## config.mk

```make
export PLATFORM = sky130hd
export DESIGN_NAME = cpuCore
export DESIGN_NICKNAME = d
export VERILOG_FILES = /design/src/hw/cpuPkg.sv /design/src/hw/decoder.sv /design/src/hw/regFile.sv /design/src/hw/alu.sv /design/src/hw/pcUnit.sv /design/src/hw/cpuCore.sv
export SDC_FILE = /design/constraint.sdc
export NUM_CORES = 1
export LEC_CHECK = 0
export BUFFER_PORTS_ARGS = -buffer_cell sky130_fd_sc_hd__buf_2
export CAP_MARGIN = 0
export CORE_UTILIZATION = 61
export DETAILED_ROUTE_END_ITERATION = 10
export GPL_ROUTABILITY_DRIVEN = 0
export PLACE_DENSITY = 0.82
export SYNTH_ARGS = -nofsm -noshare
export SYNTH_HDL_FRONTEND = slang
export SYNTH_SLANG_ARGS = --single-unit
```

## constraint.sdc

```tcl
create_clock -name clk -period 5.5 [get_ports clk]
set_input_delay 0.825 -clock clk [delete_from_list [all_inputs] [get_ports clk]]
set_output_delay 0.825 -clock clk [all_outputs]
set_load 0.03 [all_outputs]
```

## src/hw/cpuPkg.sv

```systemverilog
package cpuPkg;

	// Widths with a meaning of their own
	typedef logic [15:0] word_t; // Data, address and instruction word
	typedef logic [1:0] regSel_t; // Register file index

	localparam int addrFieldWidth = 11; // Address / immediate field, bits 10..0
	localparam int numRegs = 4;

	// ALU function, taken from instruction bits 2..0
	typedef enum logic [2:0] {
		aluAdd = 3'd0,
		aluSub = 3'd1,
		aluAnd = 3'd2,
		aluOr = 3'd3,
		aluXor = 3'd4,
		aluNotA = 3'd5, // B ignored
		aluShl = 3'd6, // Shift left by one
		aluShr = 3'd7 // Logical shift right by one
	} aluFunc_t;

	// Instruction forms in bits 15..13
	// 010 and 100 fall through as no-ops
	typedef enum logic [2:0] {
		opAlu = 3'b000,
		opLdImm = 3'b001,
		opLdInd = 3'b011,
		opStInd = 3'b101,
		opBrzRel = 3'b110,
		opBrzReg = 3'b111
	} opcode_t;

	// Next PC source
	typedef enum logic [1:0] {
		pcInc = 2'b00, // PC + 1
		pcRel = 2'b01, // PC + sign-extended field
		pcReg = 2'b10 // Register value
	} nextPc_t;

endpackage

```

## src/hw/decoder.sv

```systemverilog
`timescale 1ns/100ps

module decoder (
	input cpuPkg::word_t instruction,

	input logic zFlag, // Flag from before this edge, for BRZ
	output cpuPkg::nextPc_t nextPCSel,

	output logic regDataInSource, // Write back from memory
	output logic immData, // Write back from addr field
	output cpuPkg::regSel_t regInSel,
	output logic regFileWE,
	output cpuPkg::regSel_t regOutSel1,
	output cpuPkg::regSel_t regOutSel2,

	output cpuPkg::aluFunc_t aluFunc,

	output logic memWE,
	output logic dAddrSel, // Register 1 as data address
	output cpuPkg::word_t addr // Extended address field
);

	localparam int extWidth = $bits(cpuPkg::word_t) - cpuPkg::addrFieldWidth;

	cpuPkg::opcode_t opcode;
	logic [cpuPkg::addrFieldWidth-1:0] addrField;

	// Field positions are the same for every form
	// Unused selects are harmless, the enables decide
	assign opcode = cpuPkg::opcode_t'(instruction[15:13]);
	assign regInSel = instruction[12:11];
	assign regOutSel1 = instruction[10:9];
	assign regOutSel2 = instruction[8:7];
	assign addrField = instruction[cpuPkg::addrFieldWidth-1:0];
	assign aluFunc = cpuPkg::aluFunc_t'(instruction[2:0]); // Bits 6..3 reserved

	always_comb begin
		// Everything low unless the opcode says otherwise
		nextPCSel = cpuPkg::pcInc;
		regDataInSource = 1'b0;
		immData = 1'b0;
		regFileWE = 1'b0;
		dAddrSel = 1'b0;
		memWE = 1'b0;
		addr = '0;

		case (opcode)
			cpuPkg::opAlu: begin
				regFileWE = 1'b1; // Result back to regInSel
			end

			cpuPkg::opLdImm: begin
				immData = 1'b1;
				regFileWE = 1'b1;
				addr = {{extWidth{1'b0}}, addrField}; // Zero fill
			end

			cpuPkg::opLdInd: begin
				dAddrSel = 1'b1; // Address from regOut1
				regDataInSource = 1'b1; // Data from memory
				regFileWE = 1'b1;
			end

			cpuPkg::opStInd: begin
				dAddrSel = 1'b1;
				memWE = 1'b1; // regOut2 to memory
			end

			cpuPkg::opBrzRel: begin
				if (zFlag) begin
					nextPCSel = cpuPkg::pcRel;
					// Sign extend for backward jumps
					addr = {{extWidth{addrField[cpuPkg::addrFieldWidth-1]}}, addrField};
				end
			end

			cpuPkg::opBrzReg: begin
				if (zFlag) begin
					nextPCSel = cpuPkg::pcReg; // Target is regOut1
				end
			end

			default: begin
				// 010, 100 do nothing
			end
		endcase
	end

	// No form both writes memory and writes back
	always_comb begin
		assert (!(memWE && regFileWE))
			else $error("decoder: memWE and regFileWE both high, instruction %h", instruction);
	end

endmodule

```

## src/hw/regFile.sv

```systemverilog
`timescale 1ns/100ps

module regFile (
	input logic clk,
	input logic arstN,

	input logic we,
	input cpuPkg::regSel_t wSel,
	input cpuPkg::word_t wData,

	input cpuPkg::regSel_t rSel1,
	input cpuPkg::regSel_t rSel2,
	output cpuPkg::word_t rData1,
	output cpuPkg::word_t rData2
);

	cpuPkg::word_t regs [cpuPkg::numRegs];

	// Single write port, takes effect on the edge
	always_ff @(posedge clk or negedge arstN) begin
		if (!arstN) begin
			for (int i = 0; i < cpuPkg::numRegs; i++) begin
				regs[i] <= '0; // All registers start at zero
			end
		end else if (we) begin
			regs[wSel] <= wData;
		end
	end

	// Reads see the value before the edge
	assign rData1 = regs[rSel1];
	assign rData2 = regs[rSel2];

endmodule

```

## src/hw/alu.sv

```systemverilog
`timescale 1ns/100ps

module alu (
	input logic clk,
	input logic arstN,

	input cpuPkg::aluFunc_t func,
	input cpuPkg::word_t a,
	input cpuPkg::word_t b,
	input logic flagWE, // Only ALU instructions touch the flag

	output cpuPkg::word_t result,
	output logic zFlag
);

	always_comb begin
		result = '0;
		case (func)
			cpuPkg::aluAdd: result = a + b;
			cpuPkg::aluSub: result = a - b;
			cpuPkg::aluAnd: result = a & b;
			cpuPkg::aluOr: result = a | b;
			cpuPkg::aluXor: result = a ^ b;
			cpuPkg::aluNotA: result = ~a;
			cpuPkg::aluShl: result = a << 1; // LSB fills with zero
			cpuPkg::aluShr: result = a >> 1; // Logical, MSB zero
			default: result = '0;
		endcase
	end

	// Zero flag holds between ALU instructions
	always_ff @(posedge clk or negedge arstN) begin
		if (!arstN) begin
			zFlag <= 1'b0;
		end else if (flagWE) begin
			zFlag <= (result == '0);
		end
	end

	// Flag reflects the result of the last flag write
	zFlagTracksResult: assert property (
		@(posedge clk) disable iff (!arstN)
		$past(flagWE) |-> (zFlag == ($past(result) == '0))
	) else $error("alu: zFlag does not match previous result");

endmodule

```

## src/hw/pcUnit.sv

```systemverilog
`timescale 1ns/100ps

module pcUnit (
	input logic clk,
	input logic arstN,

	input logic advance, // Low holds the PC
	input cpuPkg::nextPc_t sel,
	input cpuPkg::word_t offset, // Already sign extended
	input cpuPkg::word_t target, // Register branch destination

	output cpuPkg::word_t pc
);

	cpuPkg::word_t nextPc;

	always_comb begin
		case (sel)
			cpuPkg::pcRel: nextPc = pc + offset; // Wraps at 16 bits
			cpuPkg::pcReg: nextPc = target;
			default: nextPc = pc + 16'd1;
		endcase
	end

	always_ff @(posedge clk or negedge arstN) begin
		if (!arstN) begin
			pc <= '0;
		end else if (advance) begin
			pc <= nextPc;
		end
	end

endmodule

```

## src/hw/cpuCore.sv

```systemverilog
`timescale 1ns/100ps

module cpuCore (
	input logic clk,
	input logic arstN,

	input cpuPkg::word_t instruction,
	output cpuPkg::word_t instrAddr, // Current PC

	output cpuPkg::word_t dAddr,
	output cpuPkg::word_t dataOut,
	input cpuPkg::word_t dataIn, // Combinational read of dAddr
	output logic memWE
);

	logic runFlag;

	cpuPkg::nextPc_t nextPCSel;
	logic regDataInSource;
	logic immData;
	cpuPkg::regSel_t regInSel;
	logic decRegFileWE;
	cpuPkg::regSel_t regOutSel1;
	cpuPkg::regSel_t regOutSel2;
	cpuPkg::aluFunc_t aluFunc;
	logic decMemWE;
	logic dAddrSel;
	cpuPkg::word_t addr;

	cpuPkg::word_t regOut1;
	cpuPkg::word_t regOut2;
	cpuPkg::word_t aluResult;
	cpuPkg::word_t wbData;
	logic zFlag;
	logic regWE;
	logic aluFlagWE;
	logic isAluOp;

	// First edge after reset only sets this and executes nothing
	always_ff @(posedge clk or negedge arstN) begin
		if (!arstN) begin
			runFlag <= 1'b0;
		end else begin
			runFlag <= 1'b1;
		end
	end

	assign isAluOp = (instruction[15:13] == cpuPkg::opAlu);

	// State changes only once running
	assign regWE = decRegFileWE & runFlag;
	assign memWE = decMemWE & runFlag;
	assign aluFlagWE = regWE & isAluOp;

	// Immediate wins over memory on write back
	assign wbData = immData ? addr :
		regDataInSource ? dataIn : aluResult;

	assign dAddr = dAddrSel ? regOut1 : addr; // Indirect or field
	assign dataOut = regOut2; // Store data

	decoder uDecoder (
		.instruction(instruction),
		.zFlag(zFlag),
		.nextPCSel(nextPCSel),
		.regDataInSource(regDataInSource),
		.immData(immData),
		.regInSel(regInSel),
		.regFileWE(decRegFileWE),
		.regOutSel1(regOutSel1),
		.regOutSel2(regOutSel2),
		.aluFunc(aluFunc),
		.memWE(decMemWE),
		.dAddrSel(dAddrSel),
		.addr(addr)
	);

	regFile uRegFile (
		.clk(clk),
		.arstN(arstN),
		.we(regWE),
		.wSel(regInSel),
		.wData(wbData),
		.rSel1(regOutSel1),
		.rSel2(regOutSel2),
		.rData1(regOut1),
		.rData2(regOut2)
	);

	alu uAlu (
		.clk(clk),
		.arstN(arstN),
		.func(aluFunc),
		.a(regOut1),
		.b(regOut2),
		.flagWE(aluFlagWE),
		.result(aluResult),
		.zFlag(zFlag)
	);

	pcUnit uPcUnit (
		.clk(clk),
		.arstN(arstN),
		.advance(runFlag),
		.sel(nextPCSel),
		.offset(addr),
		.target(regOut1), // Register branch target
		.pc(instrAddr)
	);

	// No memory write before the core runs
	noWriteIdle: assert property (
		@(posedge clk) !runFlag |-> !memWE
	) else $error("cpuCore: memWE high while not running");

endmodule

```

==> flow_metrics.tcl <==
set metrics [dict create \
    hold_viol 0 \
    grt_pass1_vias 6801 \
    die_h_um 115 \
    relSlewSlack_pct 24.6 \
    cp-endpoint "uRegFile.regs[41]" \
    min_path_cells 2 \
    cts_buffers 9 \
    hpwl_mm 17.2 \
    rsz0062_at_grt "no" \
    regArea_um2 2050 \
    synth_top_area_share_pct 26.5 \
    drt_iter0_markers 930 \
    post_cts_resize_count 0 \
    numPortBuffers 82 \
    die_w_um 115 \
    start_util_pct 63.6 \
    wire_per_inst_um 21.8 \
    fin_worst_skew_ns 0.0123 \
    finalNetCount 1025 \
    antenna_found_initial 0 \
    period_needed_ns 4.98 \
    ant_nets 0 \
    period_share_pct 90.6 \
    p_sw_share_pct 48.8 \
    seq_power_share_pct 21.7 \
    p_comb_share_pct 65.1 \
    drv_slew 0 \
    cts.sinks 82 \
    max_freq_mhz 201 \
    setup_viol 0 \
    syn-num-nets 963 \
    power_density_nw_per_um2 582 \
    synth-edff-count 0 \
    insertion_delay_ns 0.35 \
    synth_warnings 0 \
    drive_gt1_share_pct 22.8 \
    crit_required_ns 5.73 \
    vias_per_cell 6.55 \
    tns_ns 0 \
    clock-root-buffer "clkbuf_16" \
    firstDrtPassIters 6 \
    synth_area_leaders "dfrtp_1 27%, mux4_2 10%, ha_1 10%" \
    ff2ff_setup_slack_ns 0.98 \
    pwr-share-clk_pct 13.2 \
    timing.rr.start "uRegFile.regs[3]" \
    reg2reg_to "uRegFile.regs[41]" \
    min_path_type "reg -> reg" \
    synth_area_um2 7740 \
    crit_fanout 12 \
    final_common_cell "nor2_1" \
    yosysTopAreaCell "dfrtp_1" \
    synth-seq-area-share_pct 26.5 \
    ys_ff_latch 82 \
    path_clk_slew_ns 0.06 \
    outcome "completed" \
    vias 7196 \
    p_leak_uw 0.00393 \
    dp.cells 1083 \
    worst_pin_slew_ns 1.13 \
    stdcell_count 1099 \
    ctsLongestPathBuffers 2 \
    grt_max_degree 83 \
    final_cell_mix "84 x nor2_1, 83 x nand2_1, 82 x dfrtp_1" \
    postCtsHoldBufs 0 \
    nFillCells 938 \
    num_io_pins 83 \
    syn_inst 864 \
    critPathArrivalTime_ns 5.22 \
    multi_input_area_um2 5280 \
    antenna_cells 0 \
    cts_tree "built" \
    fp.dieArea_um2 13100 \
    post-cts-setup-buffers 0 \
    syn_area_per_cell_um2 8.95 \
    synthFlopType "dfrtp_1" \
    worst_setup_path_end_kind "flip-flop" \
    ys_types 71 \
    core_um2 12200 \
    row_count 40 \
    ir_worst_vdd_v 0.000422 \
    critPathLaunchType "primary input" \
    reg2reg_depth 13 \
    intPower_uw 2570 \
    area_growth_pct 11.6 \
    finalWirelength_mm 23.9 \
    remaining_drc_errors 0 \
    grt_pass1_wl_mm 37.8 \
    drv_cap 0 \
    track_usage_pct 38.6 \
    h-tree-depth 3 \
    synth-async-reset-ratio_pct 100 \
    p_sw_uw 2450 \
    crit_start "instruction[7]" \
    grt_overflow 0 \
    crit_type "in -> reg" \
]
## through the flow
step	area, µm²	util, %	hold WS, ns	worst slack [ns]	total power [µW]
finish	8640	71.0	0.515	0.515	5020
CTS	8640	71.0	0.519	0.585	4930
global route	8640	71.0	0.541	0.239	5360
floorplan	7740	-	0.461	0.802	3410
global placement	8310	68.3	0.479	0.371	4130
detailed placement	8310	68.3	0.495	0.231	4220
## cells by family (layout without fill, tap and decap cells)
logic type      after synthesis  count (layout)  synth area share [%]
flops                        82              82                  26.5
xor+xnor                     32              32                  3.72
mux                          95              95                  18.8
simple gates                248             248                  14.9
buf+inv                     106             173                  5.47
fa+ha+maj                    65              65                  10.7
other cells                   1               1                0.0485
compound gates              235             235                  19.8
## final cells by class
cell class                      count  area share [%]
Sequential cell                    82            23.8
Timing Repair Buffer              103            6.61
Clock buffer                        9            2.61
Multi-Input combinational cell    676            61.1
Inverter                           54            2.35
Clock inverter                      7            1.16
Tap cell                          168            2.43
## power groups by stage
stage	clock network, µW	registers, µW	logic, µW
2_1_floorplan	0	1080	2330
3_3_place_gp	0	1050	3080
3_5_place_dp	0	1070	3150
4_1_cts	667	1080	3180
5_1_grt	690	1120	3550
6_report	664	1090	3270
## sequential cells by signal (all words and copies together), names as in the netlist
register       flops
uRegFile.regs     64
uPcUnit.pc        16
runFlag            1
uAlu.zFlag         1
## per-layer routing
| metal | vias up | part of all wire [%] | track usage [%] |
|---|---|---|---|
| met1 | 3373 | 40 | 53.3 |
| li1 | 3285 | - | - |
| met5 | - | 0 | 0 |
| met4 | 0 | 4.3 | 17.4 |
| met2 | 463 | 44 | 57.3 |
| met3 | 75 | 12 | 9.69 |
## cell usage after synthesis (11+ instances only)
cell type and count:
a21oi_1 67, nand3_1 11, mux2_2 43, a211oi_1 18, clkbuf_1 39, inv_1 53
nand2_1 83, a22o_1 11, xnor2_1 21, ha_1 63, nor2_1 84, mux4_2 36
o21ai_0 55, nor3_1 18, mux2i_1 15, o211ai_1 14, dfrtp_1 82
## worst max-delay path: stages
cell       delay (ns)
buf_2            0.37
mux4_2           0.63
or3_4            0.44
o21ai_0          0.35
xnor2_1          0.14
ha_1             0.38
a2111o_1         0.46
o2111ai_1        0.20
nand2_1          0.09
xor2_1           0.15
mux4_2           0.51
mux2i_1          0.15
o21ai_0          0.19
mux2_2           0.33
## worst min-delay path by stage
stage / to / slack [ns] / start
after floorplan: uRegFile.regs[0] / 0.46 / uRegFile.regs[0]
after detailed placement: uRegFile.regs[2] / 0.49 / uRegFile.regs[2]
after global placement: uRegFile.regs[14] / 0.48 / uRegFile.regs[14]
final: uRegFile.regs[4] / 0.52 / uRegFile.regs[4]
after global routing: uRegFile.regs[5] / 0.54 / uRegFile.regs[5]
after CTS: uRegFile.regs[4] / 0.52 / uRegFile.regs[4]
Power figures use the tool's default switching activity.
